[src/hdl/cpu_pkg.sv]
package cpu_pkg;

	localparam int DATA_W    = 16;
	localparam int REG_AW    = 3;
	localparam int REG_COUNT = 1 << REG_AW;
	localparam int SHAMT_W   = $clog2(DATA_W);

	// Instruction field positions
	localparam int OPC_HI = 15;
	localparam int OPC_LO = 11;
	localparam int RX_HI  = 10;
	localparam int RX_LO  = 8;
	localparam int RY_HI  = 7;
	localparam int RY_LO  = 5;
	localparam int RZ_HI  = 4;
	localparam int RZ_LO  = 2;
	localparam int IMM_HI = 7;
	localparam int IMM_LO = 0;

	localparam int OPC_W = OPC_HI - OPC_LO + 1;
	localparam int IMM_W = IMM_HI - IMM_LO + 1;

	typedef logic [DATA_W-1:0] word_t;
	typedef logic [REG_AW-1:0] reg_addr_t;

	// Any code not listed here is illegal
	typedef enum logic [OPC_W-1:0] {
		OP_NOP   = 5'b00001,
		OP_ADDIU = 5'b01001,
		OP_LI    = 5'b01101,
		OP_SLLV  = 5'b10100,
		OP_SRAV  = 5'b10111,
		OP_AND   = 5'b11000,
		OP_OR    = 5'b11001,
		OP_XOR   = 5'b11010,
		OP_SLT   = 5'b11011,
		OP_ADDU  = 5'b11100,
		OP_SUBU  = 5'b11101
	} opcode_e;

	typedef enum logic [2:0] {
		ALU_ADD = 3'd0,
		ALU_SUB = 3'd1,
		ALU_AND = 3'd2,
		ALU_OR  = 3'd3,
		ALU_XOR = 3'd4,
		ALU_SLT = 3'd5,
		ALU_SLL = 3'd6,
		ALU_SRA = 3'd7
	} alu_op_e;

	typedef struct packed {
		alu_op_e   alu_op;
		word_t     op1;
		word_t     op2;
		reg_addr_t src1;
		reg_addr_t src2;
		// op2 holds an immediate
		logic      use_imm;
		// op1 holds the constant zero of LI
		logic      op1_zero;
		logic      reg_write;
		reg_addr_t dest;
		logic      illegal;
	} dec_payload_t;

	typedef struct packed {
		logic      reg_write;
		reg_addr_t dest;
		word_t     value;
		logic      illegal;
	} res_payload_t;

endpackage
[src/hdl/regfile_read_if.sv]
`timescale 1ns/1ps

interface regfile_read_if
	import cpu_pkg::*;
();

	reg_addr_t rd_addr1;
	word_t     rd_data1;
	reg_addr_t rd_addr2;
	word_t     rd_data2;

	modport reader (
		output rd_addr1,
		output rd_addr2,
		input  rd_data1,
		input  rd_data2
	);

	modport file (
		input  rd_addr1,
		input  rd_addr2,
		output rd_data1,
		output rd_data2
	);

endinterface

[src/hdl/cpu_core.sv]
`timescale 1ns/1ps

module cpu_core
	import cpu_pkg::*;
#(
	parameter int RETIRE_W = 16
) (
	input  logic                clk,
	input  logic                arst_n,
	input  logic                inst_valid,
	input  logic [15:0]         inst,
	output logic                wb_valid,
	output logic [2:0]          wb_addr,
	output logic [15:0]         wb_data,
	output logic                fault,
	output logic [RETIRE_W-1:0] retired
);

	regfile_read_if rd_if ();

	logic         rf_we;
	reg_addr_t    rf_waddr;
	word_t        rf_wdata;

	logic         dec_valid;
	dec_payload_t dec_data;
	logic         exe_in_valid;
	dec_payload_t exe_in_data;

	logic         exe_valid;
	res_payload_t exe_data;
	logic         res_in_valid;
	res_payload_t res_in_data;

	register_file u_regfile (
		.clk   (clk),
		.arst_n(arst_n),
		.rd    (rd_if.file),
		.we    (rf_we),
		.waddr (rf_waddr),
		.wdata (rf_wdata)
	);

	decode_stage u_decode (
		.inst_valid(inst_valid),
		.inst      (inst),
		.rd        (rd_if.reader),
		.out_valid (dec_valid),
		.out_data  (dec_data)
	);

	pipe_reg #(.payload_t(dec_payload_t)) u_dec_exe (
		.clk      (clk),
		.arst_n   (arst_n),
		.in_valid (dec_valid),
		.in_data  (dec_data),
		.out_valid(exe_in_valid),
		.out_data (exe_in_data)
	);

	// Forwarding source is the instruction held in the result stage
	execute_stage u_execute (
		.in_valid (exe_in_valid),
		.in_data  (exe_in_data),
		.fwd_valid(res_in_valid),
		.fwd      (res_in_data),
		.out_valid(exe_valid),
		.out_data (exe_data)
	);

	pipe_reg #(.payload_t(res_payload_t)) u_exe_res (
		.clk      (clk),
		.arst_n   (arst_n),
		.in_valid (exe_valid),
		.in_data  (exe_data),
		.out_valid(res_in_valid),
		.out_data (res_in_data)
	);

	result_stage #(.RETIRE_W(RETIRE_W)) u_result (
		.clk     (clk),
		.arst_n  (arst_n),
		.in_valid(res_in_valid),
		.in_data (res_in_data),
		.we      (rf_we),
		.waddr   (rf_waddr),
		.wdata   (rf_wdata),
		.wb_valid(wb_valid),
		.wb_addr (wb_addr),
		.wb_data (wb_data),
		.fault   (fault),
		.retired (retired)
	);

endmodule

[src/hdl/result_stage.sv]
`timescale 1ns/1ps

module result_stage
	import cpu_pkg::*;
#(
	parameter int RETIRE_W = 16
) (
	input  logic                clk,
	input  logic                arst_n,
	input  logic                in_valid,
	input  res_payload_t        in_data,
	output logic                we,
	output reg_addr_t           waddr,
	output word_t               wdata,
	output logic                wb_valid,
	output reg_addr_t           wb_addr,
	output word_t               wb_data,
	output logic                fault,
	output logic [RETIRE_W-1:0] retired
);

	assign we    = in_valid && in_data.reg_write;
	assign waddr = in_data.dest;
	assign wdata = in_data.value;

	always_ff @(posedge clk or negedge arst_n) begin
		if (!arst_n) begin
			wb_valid <= 1'b0;
			wb_addr  <= '0;
			wb_data  <= '0;
			fault    <= 1'b0;
			retired  <= '0;
		end else begin
			wb_valid <= we;
			fault    <= in_valid && in_data.illegal;
			if (we) begin
				wb_addr <= waddr;
				wb_data <= wdata;
			end
			// NOP counts, illegal codes do not
			if (in_valid && !in_data.illegal) begin
				retired <= retired + 1'b1;
			end
		end
	end

endmodule

[src/hdl/execute_stage.sv]
`timescale 1ns/1ps

module execute_stage
	import cpu_pkg::*;
(
	input  logic         in_valid,
	input  dec_payload_t in_data,
	input  logic         fwd_valid,
	input  res_payload_t fwd,
	output logic         out_valid,
	output res_payload_t out_data
);

	logic  fwd_hit1;
	logic  fwd_hit2;
	word_t a;
	word_t b;
	word_t result;

	logic [SHAMT_W-1:0] shamt;

	// Result of the instruction one ahead, not yet in the register file
	assign fwd_hit1 = fwd_valid && fwd.reg_write && !in_data.op1_zero
		&& fwd.dest == in_data.src1;
	assign fwd_hit2 = fwd_valid && fwd.reg_write && !in_data.use_imm
		&& fwd.dest == in_data.src2;

	assign a = fwd_hit1 ? fwd.value : in_data.op1;
	assign b = fwd_hit2 ? fwd.value : in_data.op2;

	assign shamt = a[SHAMT_W-1:0];

	always_comb begin
		unique case (in_data.alu_op)
			ALU_ADD: result = a + b;
			ALU_SUB: result = a - b;
			ALU_AND: result = a & b;
			ALU_OR: result = a | b;
			ALU_XOR: result = a ^ b;
			ALU_SLT: begin
				if ($signed(a) < $signed(b)) begin
					result = word_t'(1);
				end else begin
					result = '0;
				end
			end
			ALU_SLL: result = b << shamt;
			ALU_SRA: result = word_t'($signed(b) >>> shamt);
			default: result = '0;
		endcase
	end

	assign out_valid          = in_valid;
	assign out_data.reg_write = in_data.reg_write;
	assign out_data.dest      = in_data.dest;
	assign out_data.value     = result;
	assign out_data.illegal   = in_data.illegal;

endmodule

[src/hdl/decode_stage.sv]
`timescale 1ns/1ps

module decode_stage
	import cpu_pkg::*;
(
	input  logic          inst_valid,
	input  word_t         inst,
	regfile_read_if.reader rd,
	output logic          out_valid,
	output dec_payload_t  out_data
);

	opcode_e          opcode;
	reg_addr_t        rx;
	reg_addr_t        ry;
	reg_addr_t        rz;
	logic [IMM_W-1:0] imm8;
	word_t            imm_sext;
	word_t            imm_zext;

	assign opcode = opcode_e'(inst[OPC_HI:OPC_LO]);
	assign rx     = inst[RX_HI:RX_LO];
	assign ry     = inst[RY_HI:RY_LO];
	assign rz     = inst[RZ_HI:RZ_LO];
	assign imm8   = inst[IMM_HI:IMM_LO];

	assign imm_sext = {{(DATA_W - IMM_W){imm8[IMM_W-1]}}, imm8};
	assign imm_zext = {{(DATA_W - IMM_W){1'b0}}, imm8};

	// Both ports always read rx and ry, unused data is ignored
	assign rd.rd_addr1 = rx;
	assign rd.rd_addr2 = ry;

	assign out_valid = inst_valid;

	always_comb begin
		out_data.alu_op    = ALU_ADD;
		out_data.src1      = rx;
		out_data.src2      = ry;
		out_data.use_imm   = 1'b0;
		out_data.op1_zero  = 1'b0;
		out_data.reg_write = 1'b1;
		out_data.dest      = rz;
		out_data.illegal   = 1'b0;

		unique case (opcode)
			OP_NOP: out_data.reg_write = 1'b0;
			OP_ADDU: out_data.alu_op = ALU_ADD;
			OP_SUBU: out_data.alu_op = ALU_SUB;
			OP_AND: out_data.alu_op = ALU_AND;
			OP_OR: out_data.alu_op = ALU_OR;
			OP_XOR: out_data.alu_op = ALU_XOR;
			OP_SLT: out_data.alu_op = ALU_SLT;
			OP_SLLV: out_data.alu_op = ALU_SLL;
			OP_SRAV: out_data.alu_op = ALU_SRA;
			OP_ADDIU: begin
				out_data.use_imm = 1'b1;
				out_data.dest    = rx;
			end
			OP_LI: begin
				out_data.use_imm  = 1'b1;
				out_data.op1_zero = 1'b1;
				out_data.dest     = rx;
			end
			default: begin
				out_data.reg_write = 1'b0;
				out_data.illegal   = 1'b1;
			end
		endcase

		out_data.op1 = out_data.op1_zero ? '0 : rd.rd_data1;
		if (!out_data.use_imm) begin
			out_data.op2 = rd.rd_data2;
		end else if (opcode == OP_LI) begin
			out_data.op2 = imm_zext;
		end else begin
			out_data.op2 = imm_sext;
		end
	end

endmodule

[src/hdl/register_file.sv]
`timescale 1ns/1ps

module register_file
	import cpu_pkg::*;
(
	input  logic                  clk,
	input  logic                  arst_n,
	regfile_read_if.file          rd,
	input  logic                  we,
	input  reg_addr_t             waddr,
	input  word_t                 wdata
);

	word_t regs [REG_COUNT];

	always_ff @(posedge clk or negedge arst_n) begin
		if (!arst_n) begin
			for (int i = 0; i < REG_COUNT; i++) begin
				regs[i] <= '0;
			end
		end else if (we) begin
			regs[waddr] <= wdata;
		end
	end

	// Write-through so a read in the same cycle sees the value being written
	always_comb begin
		if (we && waddr == rd.rd_addr1) begin
			rd.rd_data1 = wdata;
		end else begin
			rd.rd_data1 = regs[rd.rd_addr1];
		end
	end

	always_comb begin
		if (we && waddr == rd.rd_addr2) begin
			rd.rd_data2 = wdata;
		end else begin
			rd.rd_data2 = regs[rd.rd_addr2];
		end
	end

endmodule

[src/hdl/pipe_reg.sv]
`timescale 1ns/1ps

module pipe_reg #(
	parameter type payload_t = logic
) (
	input  logic     clk,
	input  logic     arst_n,
	input  logic     in_valid,
	input  payload_t in_data,
	output logic     out_valid,
	output payload_t out_data
);

	always_ff @(posedge clk or negedge arst_n) begin
		if (!arst_n) begin
			out_valid <= 1'b0;
		end else begin
			out_valid <= in_valid;
		end
	end

	always_ff @(posedge clk) begin
		out_data <= in_data;
	end

endmodule

[config.mk]
export PLATFORM = sky130hd
export DESIGN_NAME = cpu_core
export DESIGN_NICKNAME = d
export VERILOG_FILES = /design/src/hdl/cpu_pkg.sv /design/src/hdl/regfile_read_if.sv /design/src/hdl/cpu_core.sv /design/src/hdl/result_stage.sv /design/src/hdl/execute_stage.sv /design/src/hdl/decode_stage.sv /design/src/hdl/register_file.sv /design/src/hdl/pipe_reg.sv
export SDC_FILE = /design/constraint.sdc
export NUM_CORES = 1
export LEC_CHECK = 0
export ABC_AREA = 0
export BUFFER_PORTS_ARGS = -buffer_cell sky130_fd_sc_hd__buf_4
export CAP_MARGIN = 0
export CORE_AREA = 2 2 141 198
export DETAILED_ROUTE_END_ITERATION = 8
export DIE_AREA = 0 0 143 200
export GPL_TIMING_DRIVEN = 0
export PLACE_DENSITY_LB_ADDON = 0.05
export SLEW_MARGIN = 20
export SYNTH_ARGS = -nofsm -noshare
export SYNTH_HDL_FRONTEND = slang
export SYNTH_SLANG_ARGS = --single-unit
export TNS_END_PERCENT = 50
[constraint.sdc]
create_clock -name clk -period 4.9 [get_ports clk]
set_clock_uncertainty 0.1 [all_clocks]
set_input_delay 1.47 -clock clk [delete_from_list [all_inputs] [get_ports clk]]
set_output_delay 1.47 -clock clk [all_outputs]
set_load 0.02 [all_outputs]
==> flow_summary.yaml <==
global_routing:
  track_usage: 0.3155
  overflow: 0
  antenna_found_initial: 0
  grt_pass1_vias: 11750
  grt_start_max_net_pins: 93
  grt_pass1_wl_mm: 67.51
power_and_ir_drop:
  ir_drop_mv: 0.2980
  power.density_nw_per_um2: 534.3
  p_leak_uw: 0.007188
  p_total_uw: 8755
worst_setup_path:
  path_class: "register to register"
  startpoint: "u_exe_res.out_data[19]"
  cp_max_fo: 11
  crit_path_end_kind: "register"
  required_ns: 5.16
  crit_path_max_incr_delay_ns: 0.51
  crit_chain: "buf_6 > xor2_1 > nor4_4 > buf_4 > mux2_2 > buf_2 > ha_1 > nor2b_1 > o21ai_1 > a21oi_2 > a311o_2 > a311oi_2 > o21a_1 > a311oi_1 > xnor2_1 > o211ai_1"
  timing.rr.start: "u_exe_res.out_data[19]"
  worstPathArrival_ns: 4.99
  startpoint_type: "register"
  crit_path_top_delay_cell: "a311o_2"
worst_hold_path:
  hold_class: "register to register"
  worstHoldStart: "u_dec_exe.out_data[4]"
die:
  dieArea_um2: 28600
  io_pins: 56
  coreArea_um2: 26740
  initial_core_util: 0.5455
  num_rows: 71
  die_w_um: 143
  die_h_um: 200
clock_tree:
  cts_tree: "done"
  clk_path_buf_depth: 3
  htree_levels: 1
  root_buffer: "clkbuf_16"
  worstSkewPairLatency_ns: 0.51
  cts_buffers: 23
  cts_sinks: 236
  hold_buffers: 0
  path_clk_slew_ns: 0.07
sta:
  fmax_ghz: 0.2115
  setup_viol_count_final: 0
  fin_crit_sh: 0.9651
  slew_headroom: 0.2801
  drv_slew: 0
  tightest_slew_ns: 1.080
  holdWs_ns: 0.2271
  fin_crit_ns: 4.729
  rsz0062_at_grt: "false"
  hold_violations: 0
yosys:
  avgSynthCellArea_um2: 10.74
  ys_ff_latch: 236
  ys.flop_type: "dfrtp_1"
  syn_area_um2: 14590
  yosysUniqueCellTypes: 66
  synth_cells: 1358
  async_reset_ff_frac: 0.7076
  yosysWarningCount: 0
  synth_fp_nets: 1429
  synth_edf_count: 0
  yosysSeqAreaShare: 0.3812
final_layout:
  final_cell_mix: "mux2_2, dfrtp_1, mux2i_1, nor2_1, nand2_1"
  syn_to_final_growth_pct: 12.34
  final_nets: 1508
  layout-drive-gt1-share: 0.2657
  diodes: 0
  design_area_um2: 16390
  mostFrequentLayoutCell: "mux2_2"
detailed_routing:
  drcViolationCount: 0
  via_count: 11290
  first_iter_violations: 689
  vias_per_cell: 6.211
  wirelength_mm: 44.19
  ant_nets: 0
  avgRoutedWirePerCell_um: 24.30
  first_pass_iters: 5
run_status:
  outcome: "complete, no violations"
placed_design:
  routabilityCongestion: 1.050
  port_buffers: 55
  dpl.hpwl_mm: 33.92
  dpl_cell_area_um2: 15510
flow_run:
  cap_violations: 0
==> state kept, by name, summed over array words and instances, names as in the netlist <==
name and flops:
u_regfile.regs 128, u_dec_exe.out_data 48, u_exe_res.out_data 21, u_result.retired 16, u_result.wb_data 16, u_result.wb_addr 3, u_dec_exe.out_valid 1, u_exe_res.out_valid 1
u_result.fault 1, u_result.wb_valid 1
==> critical path, delay by kind of cell (launching register included) <==
kind                       cells  cell delay (ns)
AOI/OAI and AO/OA              7             1.57
buffers and inverters          3             0.65
and+or+nand+nor                2             0.56
xor gates and xnor gates       2             0.48
muxes                          1             0.47
adders and majority gates      1             0.42
DFF                            1             0.32
==> layout make-up <==
type,count,area [µm²]
inverters,57,214.0
clock inverters,8,93.84
clock buffers,33,653.1
fillers,2246,10350
well taps,365,456.7
plain buffers,97,427.9
multi-input cells,960,8486
repair buffers,62,493.0
flip-flops and latches,236,5563
==> metal layers <==
metal  global-route usage  share of wire  wire, µm
met5                    0              0         0
met2               0.5740           0.52     23110
met4               0.2090          0.075      3321
met3              0.03602          0.034      1513
met1               0.3443           0.37     16240
==> per-stage QoR <==
step	setup WS, ns	cells	util	TNS [ns]
floorplan	0.5585	1358	-	0
global placement	-0.9458	1778	0.5780	-4.169
detailed placement	-0.9207	1780	0.5802	-4.045
CTS	0.005252	1818	0.6103	0
global route	0.01961	1818	0.6128	0
finish	0.1710	1818	0.6128	0
==> kinds of logic (layout without fill, tap and decap cells) <==
kind of cell	count (synthesis)	count (layout)	share of synthesized area
AO/OA/AOI/OAI	279	279	0.1267
XOR/XNOR	44	44	0.02642
adder cells (fa/ha/maj)	52	52	0.04563
buffers and inverters	162	257	0.04469
flip-flops	236	236	0.3812
multiplexers	328	328	0.2952
AND/OR/NAND/NOR	257	257	0.08020
==> cells in the mapped netlist, drive strengths merged, types with 9 or more instances <==
master | instances | share of area
a211oi | 35 | 0.018
a21o | 9 | 0.0046
a21oi | 67 | 0.024
a221oi | 9 | 0.0063
a22oi | 13 | 0.0067
buf | 34 | 0.012
clkbuf | 71 | 0.018
dfrtp | 167 | 0.29
dfxtp | 69 | 0.095
ha | 50 | 0.043
inv | 56 | 0.014
mux2 | 174 | 0.13
mux2i | 90 | 0.062
mux4 | 64 | 0.099
nand2 | 77 | 0.020
nand3 | 18 | 0.0062
nor2 | 88 | 0.023
nor2b | 9 | 0.0039
nor3 | 21 | 0.0072
o211ai | 15 | 0.0077
o21ai | 62 | 0.021
o22ai | 15 | 0.0064
xnor2 | 27 | 0.016
xor2 | 17 | 0.010
==> timing repair <==
| action | CTS | global route |
|---|---|---|
| endpoints found under the setup margin | 10 | 7 |
| pin swaps | 3 | 6 |
| gates resized for setup | 19 | 17 |
| buffers inserted | 1 | 4 |
==> where the power goes <==
| group | total, µW | switching, µW | internal, µW |
|---|---|---|---|
| Combinational | 4050 | 2310 | 1740 |
| Clock | 1780 | 745 | 1030 |
| Sequential | 2920 | 430 | 2490 |
==> path summary, 6_finish.rpt <==
path | slack [ns] | cells after the start | to
worst max-delay path | 0.17 | 16 | u_exe_res.out_data[15]
worst min-delay path | 0.23 | 0 | u_exe_res.out_data[20]
worst max register to register | 0.17 | 16 | u_exe_res.out_data[15]
worst min register to register | 0.23 | 0 | u_exe_res.out_data[20]
max in group asynchronous | 3.01 | 2 | u_regfile.regs[49]
min in group asynchronous | 0.83 | 1 | u_result.retired[7]
(Power assumes the default switching activity.)
